==> src/logic/tone_pkg.sv <==
`default_nettype none

package tone_pkg;

    typedef enum logic [1:0] {
        TONE_CLICK,
        TONE_SUCCESS,
        TONE_FAIL
    } tone_e;

    // all values in tone units
    localparam int CLICK_HALF     = 2;
    localparam int CLICK_LEN      = 40;
    localparam int SUCCESS_HALF   = 1;
    localparam int SUCCESS_LEN    = 120;
    localparam int FAIL_HALF      = 4;
    localparam int FAIL_LEN       = 120;
    localparam int FAIL_GAP_START = 40;
    localparam int FAIL_GAP_END   = 80;   // silent up to here

    function automatic int tone_half(tone_e t);
        return (t == TONE_CLICK) ? CLICK_HALF : (t == TONE_SUCCESS) ? SUCCESS_HALF : FAIL_HALF;
    endfunction

    function automatic int tone_len(tone_e t);
        return (t == TONE_CLICK) ? CLICK_LEN : (t == TONE_SUCCESS) ? SUCCESS_LEN : FAIL_LEN;
    endfunction

endpackage

`default_nettype wire

==> src/logic/lock_pkg.sv <==
`default_nettype none

package lock_pkg;

    typedef enum logic [1:0] {
        KEY_DIGIT,
        KEY_ENTER,
        KEY_CLEAR,
        KEY_RESET
    } key_op_e;

    typedef enum logic [1:0] {
        ST_ENTRY,
        ST_OPEN,
        ST_LOCKED
    } lock_state_e;

    localparam int          CODE_DIGITS   = 3;
    localparam logic [3:0]  BLANK_NIBBLE  = 4'hF;
    localparam logic [11:0] BLANK_DISPLAY = {3{BLANK_NIBBLE}};
    localparam logic [11:0] PASS_PATTERN  = 12'hBCC;   // shown while open

    // one entry per keypad line, {opcode, digit}
    localparam logic [5:0] KEY_MAP [16] = '{
        {KEY_ENTER, 4'hF},   // line 0
        {KEY_DIGIT, 4'd1},
        {KEY_DIGIT, 4'd2},
        {KEY_DIGIT, 4'd0},
        {KEY_DIGIT, 4'd4},
        {KEY_DIGIT, 4'd3},
        {KEY_DIGIT, 4'd2},
        {KEY_DIGIT, 4'd1},
        {KEY_RESET, 4'hF},   // line 8
        {KEY_DIGIT, 4'd6},
        {KEY_DIGIT, 4'd5},
        {KEY_DIGIT, 4'd4},
        {KEY_CLEAR, 4'hF},   // line 12
        {KEY_DIGIT, 4'd9},
        {KEY_DIGIT, 4'd8},
        {KEY_DIGIT, 4'd7}
    };

endpackage

`default_nettype wire
==> src/logic/key_if.sv <==
`timescale 1ns/1ps
`default_nettype none

interface key_if import lock_pkg::*; ();

    logic       req;     // held until ack seen
    key_op_e    op;
    logic [3:0] digit;   // valid for KEY_DIGIT only
    logic       ack;

    modport source (
        output req, op, digit,
        input  ack
    );

    modport sink (
        input  req, op, digit,
        output ack
    );

endinterface

`default_nettype wire

==> src/logic/lock_top.sv <==
`timescale 1ns/1ps
`default_nettype none

module lock_top import tone_pkg::*; #(
    parameter logic [11:0] SECRET_CODE   = 12'h246,
    parameter int          MAX_TRIES     = 3,
    parameter int          TICKS_PER_SEC = 50_000_000,
    parameter int          LOCK_SECONDS  = 60,
    parameter int          TONE_UNIT     = 25_000
) (
    input  logic        clk,
    input  logic        rst_n,
    input  logic [15:0] onehot,
    output logic [11:0] display,
    output logic [1:0]  tries,
    output logic        unlocked,
    output logic        locked,
    output logic        buzzer
);

    logic       lock_start;
    logic       lock_done;
    logic [7:0] seconds_bcd;
    logic       tone_req;
    logic       tone_ack;
    tone_e      tone_sel;

    key_if key ();

    keypad_decoder u_decoder (
        .clk    (clk),
        .rst_n  (rst_n),
        .onehot (onehot),
        .key    (key.source)
    );

    code_entry_fsm #(
        .SECRET_CODE (SECRET_CODE),
        .MAX_TRIES   (MAX_TRIES)
    ) u_entry (
        .clk         (clk),
        .rst_n       (rst_n),
        .key         (key.sink),
        .lock_start  (lock_start),
        .lock_done   (lock_done),
        .seconds_bcd (seconds_bcd),
        .tone_req    (tone_req),
        .tone_ack    (tone_ack),
        .tone_sel    (tone_sel),
        .display     (display),
        .tries       (tries),
        .unlocked    (unlocked),
        .locked      (locked)
    );

    lockout_timer #(
        .TICKS_PER_SEC (TICKS_PER_SEC),
        .LOCK_SECONDS  (LOCK_SECONDS)
    ) u_timer (
        .clk         (clk),
        .rst_n       (rst_n),
        .lock_start  (lock_start),
        .seconds_bcd (seconds_bcd),
        .lock_done   (lock_done)
    );

    buzzer_sequencer #(
        .TONE_UNIT (TONE_UNIT)
    ) u_buzzer (
        .clk      (clk),
        .rst_n    (rst_n),
        .tone_req (tone_req),
        .tone_sel (tone_sel),
        .tone_ack (tone_ack),
        .buzzer   (buzzer)
    );

endmodule

`default_nettype wire

==> src/logic/buzzer_sequencer.sv <==
`timescale 1ns/1ps
`default_nettype none

module buzzer_sequencer import tone_pkg::*; #(
    parameter int TONE_UNIT = 25_000
) (
    input  logic  clk,
    input  logic  rst_n,
    input  logic  tone_req,
    input  tone_e tone_sel,
    output logic  tone_ack,
    output logic  buzzer
);

    localparam int PW = (TONE_UNIT > 1) ? $clog2(TONE_UNIT) : 1;

    tone_e         sel_q;
    logic          playing;
    logic          wave_q;
    logic [PW-1:0] presc;
    logic          unit_tick;
    logic [6:0]    unit_cnt;   // units elapsed in the pattern
    logic [2:0]    half_cnt;
    logic [2:0]    half_units;
    logic [6:0]    len_units;
    logic          in_gap;

    assign unit_tick  = (presc == PW'(TONE_UNIT - 1));
    assign half_units = 3'(tone_half(sel_q));
    assign len_units  = 7'(tone_len(sel_q));
    assign in_gap     = (sel_q == TONE_FAIL) &&
                        (unit_cnt >= 7'(FAIL_GAP_START)) &&
                        (unit_cnt < 7'(FAIL_GAP_END));

    assign buzzer = playing && wave_q && !in_gap;

    always_ff @(posedge clk or negedge rst_n) begin
        if (!rst_n) begin
            tone_ack <= 1'b0;
            sel_q    <= TONE_CLICK;
            playing  <= 1'b0;
            wave_q   <= 1'b0;
            presc    <= '0;
            unit_cnt <= 7'd0;
            half_cnt <= 3'd0;
        end else begin
            if (tone_ack && !tone_req) begin
                tone_ack <= 1'b0;
            end
            if (tone_req && !tone_ack) begin
                tone_ack <= 1'b1;   // restart, even mid-pattern
                sel_q    <= tone_sel;
                playing  <= 1'b1;
                wave_q   <= 1'b1;
                presc    <= '0;
                unit_cnt <= 7'd0;
                half_cnt <= 3'd0;
            end else if (playing) begin
                if (unit_tick) begin
                    presc    <= '0;
                    unit_cnt <= unit_cnt + 7'd1;
                    if (half_cnt == half_units - 3'd1) begin
                        half_cnt <= 3'd0;
                        wave_q   <= ~wave_q;
                    end else begin
                        half_cnt <= half_cnt + 3'd1;
                    end
                    if (unit_cnt == len_units - 7'd1) begin
                        playing <= 1'b0;   // pattern finished
                        wave_q  <= 1'b0;
                    end
                end else begin
                    presc <= presc + 1'b1;
                end
            end
        end
    end

endmodule

`default_nettype wire

==> src/logic/lockout_timer.sv <==
`timescale 1ns/1ps
`default_nettype none

module lockout_timer #(
    parameter int TICKS_PER_SEC = 50_000_000,
    parameter int LOCK_SECONDS  = 60
) (
    input  logic       clk,
    input  logic       rst_n,
    input  logic       lock_start,
    output logic [7:0] seconds_bcd,
    output logic       lock_done
);

    localparam int         PW        = (TICKS_PER_SEC > 1) ? $clog2(TICKS_PER_SEC) : 1;
    localparam logic [7:0] START_BCD = {4'(LOCK_SECONDS / 10), 4'(LOCK_SECONDS % 10)};

    logic          active;
    logic [PW-1:0] presc;
    logic          sec_tick;

    assign sec_tick = (presc == PW'(TICKS_PER_SEC - 1));

    always_ff @(posedge clk or negedge rst_n) begin
        if (!rst_n) begin
            active      <= 1'b0;
            presc       <= '0;
            seconds_bcd <= 8'h00;
            lock_done   <= 1'b0;
        end else begin
            lock_done <= 1'b0;
            if (lock_start) begin
                active      <= 1'b1;
                presc       <= '0;
                seconds_bcd <= START_BCD;
            end else if (active) begin
                if (seconds_bcd == 8'h00) begin
                    active    <= 1'b0;   // one cycle after reaching zero
                    lock_done <= 1'b1;
                end else if (sec_tick) begin
                    presc <= '0;
                    if (seconds_bcd[3:0] == 4'd0) begin
                        seconds_bcd <= {seconds_bcd[7:4] - 4'd1, 4'd9};   // borrow from tens
                    end else begin
                        seconds_bcd <= {seconds_bcd[7:4], seconds_bcd[3:0] - 4'd1};
                    end
                end else begin
                    presc <= presc + 1'b1;
                end
            end
        end
    end

endmodule

`default_nettype wire

==> src/logic/code_entry_fsm.sv <==
`timescale 1ns/1ps
`default_nettype none

module code_entry_fsm import lock_pkg::*, tone_pkg::*; #(
    parameter logic [11:0] SECRET_CODE = 12'h246,
    parameter int          MAX_TRIES   = 3
) (
    input  logic        clk,
    input  logic        rst_n,
    key_if.sink         key,
    output logic        lock_start,
    input  logic        lock_done,
    input  logic [7:0]  seconds_bcd,
    output logic        tone_req,
    input  logic        tone_ack,
    output tone_e       tone_sel,
    output logic [11:0] display,
    output logic [1:0]  tries,
    output logic        unlocked,
    output logic        locked
);

    lock_state_e state;
    logic [11:0] entry_q;
    logic [1:0]  count_q;
    logic        take;
    logic        full;
    logic        last_try;

    // a pending tone request holds off the next key
    assign take     = key.req && !key.ack && !tone_req && !tone_ack;
    assign full     = (count_q == 2'(CODE_DIGITS));
    assign last_try = (int'(tries) + 1 >= MAX_TRIES);

    assign display  = (state == ST_LOCKED) ? {BLANK_NIBBLE, seconds_bcd} : entry_q;
    assign unlocked = (state == ST_OPEN);
    assign locked   = (state == ST_LOCKED);

    always_ff @(posedge clk or negedge rst_n) begin
        if (!rst_n) begin
            state      <= ST_ENTRY;
            entry_q    <= BLANK_DISPLAY;
            count_q    <= 2'd0;
            tries      <= 2'd0;
            key.ack    <= 1'b0;
            tone_req   <= 1'b0;
            tone_sel   <= TONE_CLICK;
            lock_start <= 1'b0;
        end else begin
            lock_start <= 1'b0;
            if (key.ack && !key.req) begin
                key.ack <= 1'b0;
            end
            if (tone_req && tone_ack) begin
                tone_req <= 1'b0;
            end
            if (state == ST_LOCKED && lock_done) begin
                state <= ST_ENTRY;   // lockout over
            end
            if (take) begin
                key.ack <= 1'b1;
                case (state)
                    ST_ENTRY: begin
                        case (key.op)
                            KEY_DIGIT: begin
                                if (!full) begin
                                    entry_q <= {entry_q[7:0], key.digit};
                                    count_q <= count_q + 2'd1;
                                end
                                tone_req <= 1'b1;
                                tone_sel <= TONE_CLICK;
                            end
                            KEY_CLEAR: begin
                                entry_q <= BLANK_DISPLAY;
                                count_q <= 2'd0;
                            end
                            KEY_RESET: begin
                                entry_q <= BLANK_DISPLAY;
                                count_q <= 2'd0;
                                tries   <= 2'd0;
                            end
                            KEY_ENTER: begin
                                if (full && entry_q == SECRET_CODE) begin
                                    state    <= ST_OPEN;
                                    entry_q  <= PASS_PATTERN;
                                    count_q  <= 2'd0;
                                    tone_req <= 1'b1;
                                    tone_sel <= TONE_SUCCESS;
                                end else if (full) begin
                                    entry_q  <= BLANK_DISPLAY;
                                    count_q  <= 2'd0;
                                    tone_req <= 1'b1;
                                    tone_sel <= TONE_FAIL;
                                    if (last_try) begin
                                        state      <= ST_LOCKED;
                                        lock_start <= 1'b1;
                                        tries      <= 2'd0;
                                    end else begin
                                        tries <= tries + 2'd1;
                                    end
                                end
                            end
                            default: ;
                        endcase
                    end
                    ST_OPEN: begin
                        if (key.op == KEY_RESET || key.op == KEY_CLEAR) begin
                            state   <= ST_ENTRY;
                            entry_q <= BLANK_DISPLAY;
                            count_q <= 2'd0;
                        end
                        if (key.op == KEY_RESET) begin
                            tries <= 2'd0;
                        end
                    end
                    default: ;   // locked, key swallowed
                endcase
            end
        end
    end

endmodule

`default_nettype wire

==> src/logic/keypad_decoder.sv <==
`timescale 1ns/1ps
`default_nettype none

module keypad_decoder import lock_pkg::*; (
    input  logic        clk,
    input  logic        rst_n,
    input  logic [15:0] onehot,
    key_if.source       key
);

    logic [15:0] keys_q;
    logic [15:0] prev_q;
    logic        single;
    logic        fresh;
    logic        busy;
    logic [3:0]  line;
    logic [5:0]  entry;

    assign single = (keys_q != 16'h0000) && ((keys_q & (keys_q - 16'd1)) == 16'h0000);
    assign fresh  = (keys_q != prev_q);   // edge on the key vector
    assign busy   = key.req || key.ack;   // handshake still running

    always_comb begin
        line = 4'd0;
        for (int i = 0; i < 16; i++) begin
            if (keys_q[i]) begin
                line = 4'(i);
            end
        end
    end

    assign entry = KEY_MAP[line];

    always_ff @(posedge clk or negedge rst_n) begin
        if (!rst_n) begin
            keys_q  <= 16'h0000;
            prev_q  <= 16'h0000;
            key.req <= 1'b0;
        end else begin
            keys_q <= onehot;
            prev_q <= keys_q;
            if (key.req && key.ack) begin
                key.req <= 1'b0;   // sink took it
            end else if (single && fresh && !busy) begin
                key.req <= 1'b1;
            end
        end
    end

    // event payload, frozen while req is up
    always_ff @(posedge clk) begin
        if (single && fresh && !busy) begin
            key.op    <= key_op_e'(entry[5:4]);
            key.digit <= entry[3:0];
        end
    end

endmodule

`default_nettype wire

==> config.mk <==
export PLATFORM = sky130hd
export DESIGN_NAME = lock_top
export DESIGN_NICKNAME = d
export VERILOG_FILES = /design/src/logic/tone_pkg.sv /design/src/logic/lock_pkg.sv /design/src/logic/key_if.sv /design/src/logic/lock_top.sv /design/src/logic/buzzer_sequencer.sv /design/src/logic/lockout_timer.sv /design/src/logic/code_entry_fsm.sv /design/src/logic/keypad_decoder.sv
export SDC_FILE = /design/constraint.sdc
export NUM_CORES = 1
export LEC_CHECK = 0
export ABC_AREA = 1
export BUFFER_PORTS_ARGS = -buffer_cell sky130_fd_sc_hd__buf_4
export CAP_MARGIN = 0
export CELL_PAD_IN_SITES_DETAIL_PLACEMENT = 1
export CELL_PAD_IN_SITES_GLOBAL_PLACEMENT = 2
export CORE_ASPECT_RATIO = 1.75
export CORE_UTILIZATION = 34
export CTS_CLUSTER_DIAMETER = 80
export CTS_CLUSTER_SIZE = 10
export DETAILED_ROUTE_END_ITERATION = 8
export PLACE_DENSITY_LB_ADDON = 0.1
export SYNTH_ARGS = -nofsm -noshare
export SYNTH_HDL_FRONTEND = slang
export SYNTH_SLANG_ARGS = --single-unit
==> constraint.sdc <==
create_clock -name clk -period 2 [get_ports clk]
set_clock_uncertainty 0.15 [all_clocks]
set_input_delay 0.3 -clock clk [delete_from_list [all_inputs] [get_ports clk]]
set_output_delay 0.3 -clock clk [all_outputs]
set_load 0.01 [all_outputs]
* After elaboration in Yosys (flattened, before gate mapping)
Memories as Yosys holds them, arrays and structs flattened. A register that Yosys moved wholly into a read port is not among the register bits. Cells that the tools add are included.
Storage, ports and cells: bits in registers 122, bits in read-only memories 96, input port bits 18, output and inout bits 17, word-level logic and storage cells 217, memories kept 1
Memories:
- (no name shown) | depth 16, bits a word 6, rd ports 1, clocked after memory_dff 1, wr ports 0, line keypad_decoder.sv:32 | assign entry = KEY_MAP[line];
Operators by class: $add $sub $neg 12, $lt $le $gt $ge 3, equality and inequality tests 23, mux-type cells 100, bitwise operators 3, reductions and logical operators 52
Operators with widths (count):
- $mux W26 | 4
- $mux W12 | 5
- $mux W4 | 14
- $mux W15 | 3
- $mux W8 | 5
- $pmux W12 S3 | 1
- $mux W2 | 17
- $mux W1 | 33
- $ge A32 B3 Y1 const B | 1
- $mux W7 | 4
- $add A26 B1 Y26 const B | 1
- $eq A26 B26 Y1 const B | 1
- $pmux W12 S2 | 1
- $pmux W2 S2 | 5
- $reduce_bool A2 Y1 | 10
- $mux W3 | 6
- $logic_and A1 B1 Y1 | 17
- $and A16 B16 Y16 | 1
- $logic_not A16 Y1 | 1
- $ne A16 B16 Y1 | 1
- $reduce_bool A16 Y1 | 1
- $sub A16 B1 Y16 const B | 1
- $add A15 B1 Y15 const B | 1
- $eq A15 B15 Y1 const B | 1
- other kinds (36) | 58

* Longest topological paths before layout
Gate-level depths: netlist of run 1.
depth in word-level cells 16, mapped depth 21, depth with buffers taken out 21

* By module
From an unflattened synthesis of run 1, not the netlist that was laid out.
Second synthesis, totals: cell total of the unflattened synthesis 959, area, all modules 7343.3 µm²
Modules (own cells, without submodules):
- lockout_timer | times used 1, cells an instance 321, area each 2331.0 µm², seq. area each 900.9 µm²
- buzzer_sequencer | times used 1, cells an instance 277, area each 1913.1 µm², seq. area each 750.7 µm²
- keypad_decoder | times used 1, cells an instance 174, area each 1724.2 µm², seq. area each 1006.0 µm²
- code_entry_fsm | times used 1, cells an instance 187, area each 1375.1 µm², seq. area each 590.6 µm²

* Worst setup path after synthesis of run 1
OpenSTA, ideal clock, no wires.
path kind reg2reg, start reg u_decoder.keys_q[1], end reg u_decoder.key.digit[0], enable pin, library setup time 0.350 ns, data arrival time 1.709 ns, data required time 1.500 ns, path slack -0.209 ns, stages on the path, launching flop included 12, buffers on the path 0, clock period less this slack 2.209 ns, cells stage by stage dfrtp_1 -> inv_1 -> nand2_1 -> nor3_1 -> nand2_1 -> nor2_1 -> nand2_1 -> o21ai_0 -> nand2_1 -> inv_1 -> nand4_1 -> nor2_1
On the way: word-level cells in the longest chain between the ends 16, elaborated cells between the ends (all ways) 24, classes of those cells add/sub: 1; eq/ne: 1; mux: 15; bitwise: 2; reduce/logical: 5
Ends and longest elaborated chain:
- from (decl) | line keypad_decoder.sv:11 | logic [15:0] keys_q;
- from (signal assigned) | line keypad_decoder.sv:40 | keys_q <= onehot;
- $mux W1 | line keypad_decoder.sv:26 | if (keys_q[i]) begin
- $mux W4 (14 in a row) | line keypad_decoder.sv:26
- $not A4 Y5 (not written as such) | line keypad_decoder.sv:32
- to (decl) | line key_if.sv:12 | output req, op, digit,
Parallel ways exist; a longest one is shown, timed or not. A chain may end at the register's enable or synchronous reset.

* Final worst setup path of run 1
start reg u_decoder.keys_q[7], end reg u_decoder.key.digit[0], data pin
On the way: word-level cells in the longest chain between the ends 10, elaborated cells between the ends (all ways) 18, classes of those cells add/sub: 1; eq/ne: 1; mux: 9; bitwise: 2; reduce/logical: 5
Ends and longest elaborated chain:
- branches (longest 10 deep; another with $sub A16 B1 Y16)
Several ways; the timed one is not identified.

==> results.yml, run 1 <==
outcome:
  run_status: "complete, but fails checks"
  violations: "setup timing"
grt:
  grt_max_degree: 60
  grt_pass1_vias: 7195
  antenna_found_initial: 0
  grt_usage_pct: 22.7
  globalRouteOverflowTotal: 0
  grt_first_pass_wirelength_mm: 34.5
logic_synthesis:
  synth_cells: 791
  syn_area_mm2: 0.00648
  synth.area.top_cells: "dfrtp_1 (42%), nand2_1 (8.2%), inv_1 (8.0%)"
  avgSynthCellArea_um2: 8.19
  syn_nets: 823
  synth_warnings: 0
  yosys.area.top_type: "dfrtp_1"
  yosysSeqAreaShare_pct: 50.1
  ys_ff_latch: 128
  synth_edf_count: 6
  synth_top_area_share_pct: 42.5
  ys.flop_type: "dfrtp_1"
  synth_cell_types: 44
  async_flop_share_pct: 95.3
cells_and_area:
  n_fill_cell: 2210
  regArea_mm2: 0.00325
  final_cell_count_no_fill: 1265
  finalNetCount: 1046
  drive_above_1_share_pct: 39.3
  n_antenna_cell: 0
  final_area_mm2: 0.00988
  multi_input_area_mm2: 0.00342
  finish.utilization_pct: 53.0
  area_delta_synth_final_pct: 52.6
timing:
  tightest_slew_ns: 0.495
  rsz0062_at_grt: "true"
  period_share_pct: 117
  finalHoldViolCount: 0
  setup_violations: 39
  fmax_mhz: 428
  fin_crit_ns: 2.34
  max-slew-margin-rel_pct: 67.0
  fin_setup_tns_ns: -4.30
  slew_viol_final: 0
  setup_slack_ns: -0.337
  hold_slack_ns: 0.184
clocking:
  cts_buffer_depth: 2
  clk_latency_ns: 0.42
  cts_tree: "done"
  numCtsBuffers: 17
  htreeDepth: 4
  clkTransAtPathRegs_ns: 0.06
  cts_root_buffer: "clkbuf_16"
  cts_sinks: 128
critical_path:
  crit_path_end_kind: "flop"
  crit_required_ns: 2.02
  crit_buf_inv: 5
  worst_ep_arrival_time_ns: 2.36
  cpPeakStageDelay_ns: 0.40
  critPathKind: "reg2reg"
  crit_path_start_kind: "flop"
  critPathMaxFanout: 3
  cp_common_cell: "inv_1"
  crit_path_top_delay_cell: "dfrtp_1"
  path_cells: "nor2_2, inv_1, nor2_2, buf_4, buf_4, inv_1, a21oi_1, inv_1, nor2_1, nor2_1, o21ai_0, nand2_1"
  critPathTopFamily: "simple AND/OR/NAND/NOR gates"
drt:
  route.final.wire_length_mm: 21.9
  drt-wirelength-per-cell_um: 17.3
  drc_errors: 0
  vias: 6457
  drt_iter0_drc: 241
  dr.pass1.iters: 4
  antenna_left: 0
  vias_per_cell: 5.10
floorplanning:
  std_cell_rows: 66
  die_h_um: 185
  die_area_mm2: 0.0196
  start_util_pct: 34.7
  coreArea_mm2: 0.0187
  ios: 35
  die_w_um: 106
place:
  dp_cells: 1172
  place_area_mm2: 0.00792
  dp_worst_setup_slack_ns: -0.288
  gp_congestion: 0.818
  portBuffers: 34
  hpwl_mm: 14.6
power_and_ir_drop:
  total_power_mw: 6.44
  power_density_mw_per_mm2: 651
  p_leak_nw: 4.62
  vdd_ir_drop_max_uv: 589
flow_run:
  drv_cap: 0
worst_hold_path:
  min_path_type: "in2async"
-- path summary, 6_finish.rpt --
check                                startpoint                     end  slack (ns)  cells after the start
min                                       rst_n       u_buzzer.presc[2]        0.18                      2
max                         u_decoder.keys_q[7]  u_decoder.key.digit[0]       -0.34                     12
max in group asynchronous                 rst_n     u_decoder.keys_q[3]        0.86                      3
min in group clk           u_decoder.keys_q[15]    u_decoder.prev_q[15]        0.33                      0
max reg2reg                 u_decoder.keys_q[7]  u_decoder.key.digit[0]       -0.34                     12
min reg2reg                u_decoder.keys_q[15]    u_decoder.prev_q[15]        0.33                      0
-- worst register-to-register path, stage by stage, from the launching register on --
cell     delay [ns]
dfrtp_1        0.40
nor2_2         0.13
inv_1          0.09
nor2_2         0.15
buf_4          0.12
buf_4          0.09
inv_1          0.04
a21oi_1        0.24
inv_1          0.16
nor2_1         0.21
nor2_1         0.10
o21ai_0        0.11
nand2_1        0.09
-- where the power goes --
part / internal (mW) / leakage (nW) / switching [mW]
registers: 2.69 / 1.63 / 0.0439
clock network: 2.08 / 0.298 / 1.17
logic: 0.214 / 2.69 / 0.237
total: 4.98 / 4.62 / 1.45
-- layer usage --
layer / share of wire (%) / GRT usage (%) / wire, um
met1: 35 / 21.4 / 7760
met2: 58 / 44.8 / 12800
met3: 1.9 / 4.00 / 411
met4: 4.3 / 12.6 / 945
met5: 0 / 0 / 0
-- cell usage in the layout, fill, tap and decap left out, drive strengths merged, types with 5 or more instances in the layout --
| cell type | instances |
|---|---|
| a21oi | 37 |
| a22oi | 5 |
| a31oi | 5 |
| buf | 194 |
| clkbuf | 22 |
| clkinv | 5 |
| dfrtp | 110 |
| dfstp | 12 |
| dlygate4sd3 | 17 |
| edfxtp | 6 |
| ha | 14 |
| inv | 142 |
| nand2 | 145 |
| nand3 | 39 |
| nand4 | 20 |
| nor2 | 79 |
| nor3 | 26 |
| nor4 | 11 |
| o21ai | 78 |
| xnor2 | 11 |
| xor2 | 8 |
-- cells in the mapped netlist (all sizes together), types with 2 or more instances --
cell / count
a211oi: 2
a21oi: 37
a221oi: 4
a22oi: 5
a31oi: 5
buf: 2
clkbuf: 5
clkinv: 2
dfrtp: 110
dfstp: 12
edfxtp: 6
ha: 14
inv: 141
nand2: 145
nand3: 39
nand4: 20
nor2: 79
nor3: 26
nor3b: 3
nor4: 11
o2111ai: 2
o211ai: 3
o21a: 2
o21ai: 78
o22ai: 4
o31ai: 4
or2: 4
xnor2: 11
xor2: 8
-- cell type report --
class                   count  share of cell area, %
flip-flops and latches    128                   32.9
inverters                 143                   5.53
well taps                 238                   3.01
clock buffers              22                   4.90
multi-input cells         513                   34.6
clock inverters            10                   1.34
repair buffers            211                   17.7
-- cells by family (layout without fill, tap and decap cells) --
logic type                 after synthesis  in the layout  synth area share, %
and+or+nand+nor                        328            328                 22.3
AOI/OAI and AO/OA                      150            150                 13.2
buffers and inverters                  150            386                 8.77
muxes                                    1              1                0.155
xor gates and xnor gates                19             19                 2.57
DFF                                    128            128                 50.1
adders and majority gates               15             15                 2.86
-- registers in the layout (all words and copies together) (netlist names) --
signal / count
u_timer.active: 1
u_buzzer.sel_q: 2
u_buzzer.presc: 15
u_entry.tone_req: 1
u_entry.key.ack: 1
u_decoder.key.op: 2
u_buzzer.half_cnt: 3
u_buzzer.wave_q: 1
u_entry.lock_start: 1
u_decoder.prev_q: 16
u_entry.tries: 2
u_timer.lock_done: 1
u_timer.presc: 26
u_buzzer.unit_cnt: 7
u_entry.count_q: 2
u_timer.seconds_bcd: 8
u_decoder.key.req: 1
u_entry.entry_q: 12
u_decoder.key.digit: 4
u_entry.state: 2
u_buzzer.tone_ack: 1
u_entry.tone_sel: 2
u_buzzer.playing: 1
u_decoder.keys_q: 16
-- repair_timing --
item / 4_1_cts / 5_1_grt
endpoints found under the hold margin: 37 / 0
pin swaps: 43 / 47
buffers inserted: 23 / 22
setup endpoints to repair: 56 / 76
cloned: 2 / 1
hold buffers: 17 / 0
gates resized for setup: 135 / 107
Power figures use the tool's default switching activity.
==> run 2: changes to the inputs <==
--- a/config.mk
+++ b/config.mk
@@ -6,16 +6,17 @@
 export NUM_CORES = 1
 export LEC_CHECK = 0
 export ABC_AREA = 1
-export BUFFER_PORTS_ARGS = -buffer_cell sky130_fd_sc_hd__buf_4
 export CAP_MARGIN = 0
 export CELL_PAD_IN_SITES_DETAIL_PLACEMENT = 1
 export CELL_PAD_IN_SITES_GLOBAL_PLACEMENT = 2
 export CORE_ASPECT_RATIO = 1.75
-export CORE_UTILIZATION = 34
+export CORE_UTILIZATION = 35
 export CTS_CLUSTER_DIAMETER = 80
 export CTS_CLUSTER_SIZE = 10
 export DETAILED_ROUTE_END_ITERATION = 8
+export DONT_BUFFER_PORTS = 1
 export PLACE_DENSITY_LB_ADDON = 0.1
+export REMOVE_ABC_BUFFERS = 1
 export SYNTH_ARGS = -nofsm -noshare
 export SYNTH_HDL_FRONTEND = slang
 export SYNTH_SLANG_ARGS = --single-unit
==> run 2 against run 1 <==
The run ends with hold timing, setup timing left. Register-to-register slack better by 0.11 ns. Final area is 2.2% lower. Routed wire length is 3.0% lower. Critical endpoint is now u_decoder.key.digit[2]. Largest power group unchanged. Cell count is 2.2% lower.
==> results.yml, run 2 (synthesis gave the netlist of run 1 again) <==
outcome:
  run_status: "complete, but fails checks"
  violations: "hold timing, setup timing"
grt:
  grt_pass1_vias: 7018
  globalRouteOverflowTotal: 0
  grt_max_degree: 123
  grt_usage_pct: 22.5
  antenna_found_initial: 0
  grt_first_pass_wirelength_mm: 33.7
power_and_ir_drop:
  swShare_pct: 23.0
  vdd_ir_drop_max_uv: 607
  p_leak_nw: 4.50
  clock_power_share_pct: 49.6
  p_seq_share_pct: 44.7
  intPower_mw: 4.71
  power_density_mw_per_mm2: 632
  p_sw_mw: 1.41
  p_comb_share_pct: 5.7
timing:
  setup_violations: 31
  max-slew-margin-rel_pct: 70.4
  period_share_pct: 111
  finalHoldViolCount: 122
  rsz0062_at_grt: "true"
  fmax_mhz: 449
  hold_slack_ns: -0.591
  slew_viol_final: 0
  setup_slack_ns: -0.228
  tightest_slew_ns: 0.444
  fin_crit_ns: 2.23
cells_and_area:
  area_delta_synth_final_pct: 49.3
  top_register: "u_timer.presc"
  final_cell_mix: "buf_4 (144), inv_1 (124), nand2_1 (113), dfrtp_1 (107), nor2_1 (54)"
  largest_registers: "u_timer.presc (26), u_decoder.keys_q (16), u_decoder.prev_q (16)"
  largest_register_ffs: 26
  drive_above_1_share_pct: 37.7
  finalNetCount: 1022
  n_antenna_cell: 0
  finish.utilization_pct: 53.6
  layout_commonest_cell: "buf_4"
floorplanning:
  die_area_mm2: 0.0191
  die_w_um: 105
  coreArea_mm2: 0.0181
  start_util_pct: 35.9
  die_h_um: 182
  ios: 35
  std_cell_rows: 65
critical_path:
  reg2reg_to: "u_decoder.key.digit[2]"
  critPathMaxFanout: 6
  worst_ep_arrival_time_ns: 2.22
  crit_path_end_kind: "flop"
  reg2reg_slack_ns: -0.23
  critPathKind: "reg2reg"
  crit_required_ns: 1.99
  r2r_start: "u_decoder.keys_q[1]"
  crit_path_start_kind: "flop"
  r2r_cells: 13
drt:
  vias: 6229
  route.final.wire_length_mm: 21.2
  drt_iter0_drc: 207
  drt-wirelength-per-cell_um: 17.2
  drc_errors: 0
  antenna_left: 0
  vias_per_cell: 5.04
  dr.pass1.iters: 4
clocking:
  clk_latency_ns: 0.43
  cts_hold_buf: 16
  cts_buffer_depth: 2
  cts_sinks: 128
  htreeDepth: 4
  clkTransAtPathRegs_ns: 0.06
  cts_tree: "done"
  cts_root_buffer: "clkbuf_16"
  numCtsBuffers: 17
place:
  gp_congestion: 0.853
  portBuffers: 0
  hpwl_mm: 14.2
worst_hold_path:
  min_path_type: "in2async"
flow_run:
  drv_cap: 0
-- run 2: metrics by stage --
step | cells | setup WS, ns | area [um^2] | power, mW | setup TNS (ns)
finish | 1237 | -0.228 | 9670 | 6.11 | -3.30
global route | 1237 | -0.405 | 9670 | 6.32 | -8.75
CTS | 1222 | -0.200 | 9100 | 6.17 | -2.40
detailed placement | 1144 | -0.357 | 7700 | 3.03 | -6.06
global placement | 1144 | -0.243 | 7700 | 3.02 | -3.20
floorplan | 784 | -0.229 | 6450 | 2.91 | -3.56
-- run 2: worst max-delay path, cell delays in order (launching register included) --
cell and delay, ns:
dfrtp_1 0.40, inv_1 0.08, nand2_2 0.07, nor3_4 0.20, buf_6 0.14, nand2_4 0.06, nor2_4 0.10, nand2_2 0.08
o21ai_1 0.12, nand2_1 0.06, inv_1 0.05, nand4_1 0.13, nor2_1 0.14, buf_4 0.16
-- run 2: how the worst max path moves through the flow --
stage	start	end	slack [ns]	depth (start not counted)
after floorplan	u_timer.seconds_bcd[0]	u_timer.seconds_bcd[6]	-0.23	12
after global placement	u_decoder.keys_q[1]	u_decoder.key.digit[0]	-0.24	13
after detailed placement	u_decoder.keys_q[1]	u_decoder.key.digit[2]	-0.36	13
after CTS	u_decoder.keys_q[2]	u_decoder.key.digit[1]	-0.20	20
after global routing	u_decoder.keys_q[1]	u_decoder.key.digit[0]	-0.41	13
final	u_decoder.keys_q[1]	u_decoder.key.digit[2]	-0.23	13
-- run 2: power by group through the flow --
stage,combinational [mW],sequential [mW],clock [mW]
5_1_grt,0.382,2.74,3.20
6_report,0.348,2.73,3.03
4_1_cts,0.323,2.73,3.12
2_1_floorplan,0.142,2.77,0
3_5_place_dp,0.257,2.77,0
3_3_place_gp,0.250,2.77,0
-- run 2: final cells by class --
| type | count | area [um^2] |
|---|---|---|
| Tap cell | 234 | 293 |
| Multi-Input combinational cell | 513 | 3430 |
| Inverter | 143 | 559 |
| Fill cell | 2142 | 8390 |
| Sequential cell | 128 | 3250 |
| Clock inverter | 12 | 116 |
| Timing Repair Buffer | 187 | 1570 |
| Clock buffer | 20 | 447 |
-- run 2: metal layers --
layer	track usage (%)	up-vias	routed length [um]
li1	-	2997	-
met1	21.0	3129	7440
met2	46.3	59	12800
met3	3.30	44	340
met4	10.7	0	655
met5	0	-	0
-- run 2: timing repair --
action                                 in CTS  in global routing
pin swaps                                  43                 56
setup endpoints to repair                  52                 84
setup buffers                              31                 21
gates resized for setup                   125                146
gates cloned                                3                  2
endpoints found under the hold margin     138                122
==> run 3: changes to the inputs <==
--- a/config.mk
+++ b/config.mk
@@ -10,7 +10,9 @@
 export CELL_PAD_IN_SITES_DETAIL_PLACEMENT = 1
 export CELL_PAD_IN_SITES_GLOBAL_PLACEMENT = 2
 export CORE_ASPECT_RATIO = 1.75
+export CORE_MARGIN = 8
 export CORE_UTILIZATION = 35
+export CTS_BUF_LIST = sky130_fd_sc_hd__clkbuf_8 sky130_fd_sc_hd__clkbuf_16
 export CTS_CLUSTER_DIAMETER = 80
 export CTS_CLUSTER_SIZE = 10
 export DETAILED_ROUTE_END_ITERATION = 8
==> run 3 against run 2 <==
Via count about the same. Cell count down 0.24%. Core utilization fell by 0.80 points. Final area hardly changed. Sequential power barely moved. Routed wire length decreased by 0.40%. Critical path depth unchanged. Clock-buffer cell count down 2. Hold slack improved by 0.0030 ns. The run still ends with hold timing, setup timing left. Highest routed layer unchanged. Critical path type unchanged. Combinational power is essentially flat.
==> results.yml, run 3 (synthesis gave the netlist of run 1 again) <==
floorplanning:
  die_h_um: 196
  std_cell_rows: 66
  ios: 35
  die_w_um: 119
  start_util_pct: 35.3
  coreArea_mm2: 0.0183
  die_area_mm2: 0.0233
cells_and_area:
  n_fill_cell: 2136
  n_antenna_cell: 0
  multi_input_area_mm2: 0.00349
  finalNetCount: 1017
  top_register: "u_timer.presc"
  regArea_mm2: 0.00325
  largest_register_ffs: 26
  largest_registers: "u_timer.presc (26), u_decoder.keys_q (16), u_decoder.prev_q (16)"
  area_delta_synth_final_pct: 49.3
  final_cell_mix: "buf_4 (142), inv_1 (130), nand2_1 (112), dfrtp_1 (107), nor2_1 (54)"
  drive_above_1_share_pct: 36.9
  layout_commonest_cell: "buf_4"
clocking:
  cts_tree: "done"
  numCtsBuffers: 17
  clkTransAtPathRegs_ns: 0.06
  cts_buffer_depth: 2
  htreeDepth: 4
  clk_latency_ns: 0.43
  cts_hold_buf: 16
  cts_sinks: 128
  cts_root_buffer: "clkbuf_16"
timing:
  fmax_mhz: 457
  setup_violations: 42
  max-slew-margin-rel_pct: 71.2
  hold_slack_ns: -0.588
  tightest_slew_ns: 0.431
  setup_slack_ns: -0.190
  slew_viol_final: 0
  fin_crit_ns: 2.19
  period_share_pct: 109
  rsz0062_at_grt: "true"
  finalHoldViolCount: 122
grt:
  grt_max_degree: 123
  grt_usage_pct: 18.1
  globalRouteOverflowTotal: 0
  grt_first_pass_wirelength_mm: 33.5
  grtUsageMet3_pct: 3.22
  grt_busiest_layer: "met2"
  grt_pass1_vias: 6864
  grt_use_met1_pct: 17.5
  antenna_found_initial: 0
  met2_usage_pct: 35.3
drt:
  drt-wirelength-per-cell_um: 17.1
  route.final.wire_length_mm: 21.2
  antenna_left: 0
  dr.pass1.iters: 4
  vias_per_cell: 5.04
  drc_errors: 0
  drt_iter0_drc: 183
  vias: 6224
place:
  portBuffers: 0
  gp_congestion: 0.839
  hpwl_mm: 14.3
  dp_worst_setup_slack_ns: -0.333
critical_path:
  cpPeakStageDelay_ns: 0.42
  reg2reg_to: "u_timer.seconds_bcd[6]"
  r2r_start: "u_timer.presc[1]"
  crit_buf_inv: 2
  critPathTopFamily: "simple AND/OR/NAND/NOR gates"
  critPathMaxFanout: 5
  critPathKind: "reg2reg"
  crit_required_ns: 2.16
  crit_path_top_delay_cell: "dfrtp_1"
  path_cells: "ha_4, nand3_2, inv_2, nand4_1, nor3_2, nand4_1, nand2_2, nand2_4, a21oi_2, buf_6, nand2_2, nand2_1, nand3_1"
  crit_cells: 13
  worst_ep_arrival_time_ns: 2.35
  crit_path_end_kind: "flop"
  r2r_cells: 13
  reg2reg_slack_ns: -0.19
  crit_path_start_kind: "flop"
power_and_ir_drop:
  vdd_ir_drop_max_uv: 512
  p_leak_nw: 4.44
  power_density_mw_per_mm2: 609
  total_power_mw: 5.89
flow_run:
  drv_cap: 0
outcome:
  violations: "hold timing, setup timing"
  run_status: "complete, but fails checks"
worst_hold_path:
  min_path_type: "in2async"
-- run 3: cell type report --
| cell class | count | share of cell area [%] |
|---|---|---|
| clock buffer | 18 | 4.54 |
| clock inverter | 12 | 0.828 |
| inverter | 143 | 5.76 |
| multi-input combinational | 513 | 36.1 |
| sequential | 128 | 33.6 |
| tap | 238 | 3.08 |
| timing repair buffer | 182 | 16.1 |
-- run 3: per-layer routing --
layer  wire, um  up-vias  part of all wire (%)
met4        804        0                   3.8
met2      12500       68                    59
li1           -     2985                     -
met3        381       52                   1.8
met1       7450     3119                    35
met5          0        -                     0
-- run 3: where the power goes --
part           leakage (nW)  internal [mW]  switching, mW
Combinational          2.53          0.175          0.174
Sequential             1.63           2.69         0.0424
Clock                 0.276           1.69           1.13
Total                  4.44           4.55           1.34
-- run 3: how the worst max path moves through the flow --
stage	startpoint	end	slack, ns
2_1_floorplan	u_timer.seconds_bcd[0]	u_timer.seconds_bcd[6]	-0.23
3_3_place_gp	u_decoder.keys_q[1]	u_decoder.key.digit[0]	-0.24
3_5_place_dp	u_decoder.keys_q[1]	u_decoder.key.digit[2]	-0.33
4_1_cts	u_decoder.keys_q[1]	u_decoder.key.digit[2]	-0.21
5_1_grt	u_decoder.keys_q[1]	u_decoder.key.op[0]	-0.39
6_report	u_timer.presc[1]	u_timer.seconds_bcd[6]	-0.19
-- run 3: stage by stage --
step           TNS [ns]  cells  cell area (um^2)  utilization, %
6_report          -4.14   1234              9670            52.8
5_1_grt           -9.74   1234              9670            52.8
3_3_place_gp      -3.76   1144              7670            41.9
2_1_floorplan     -3.56    784              6450               -
3_5_place_dp      -5.55   1144              7670            41.9
4_1_cts           -2.24   1218              9010            49.1
-- run 3: what timing repair did --
action | 4_1_cts | 5_1_grt
hold endpoints to repair | 138 | 122
resized for setup | 124 | 144
gates cloned | 3 | 1
endpoints found under the setup margin | 55 | 90
buffers inserted | 28 | 26
pin swaps | 37 | 45
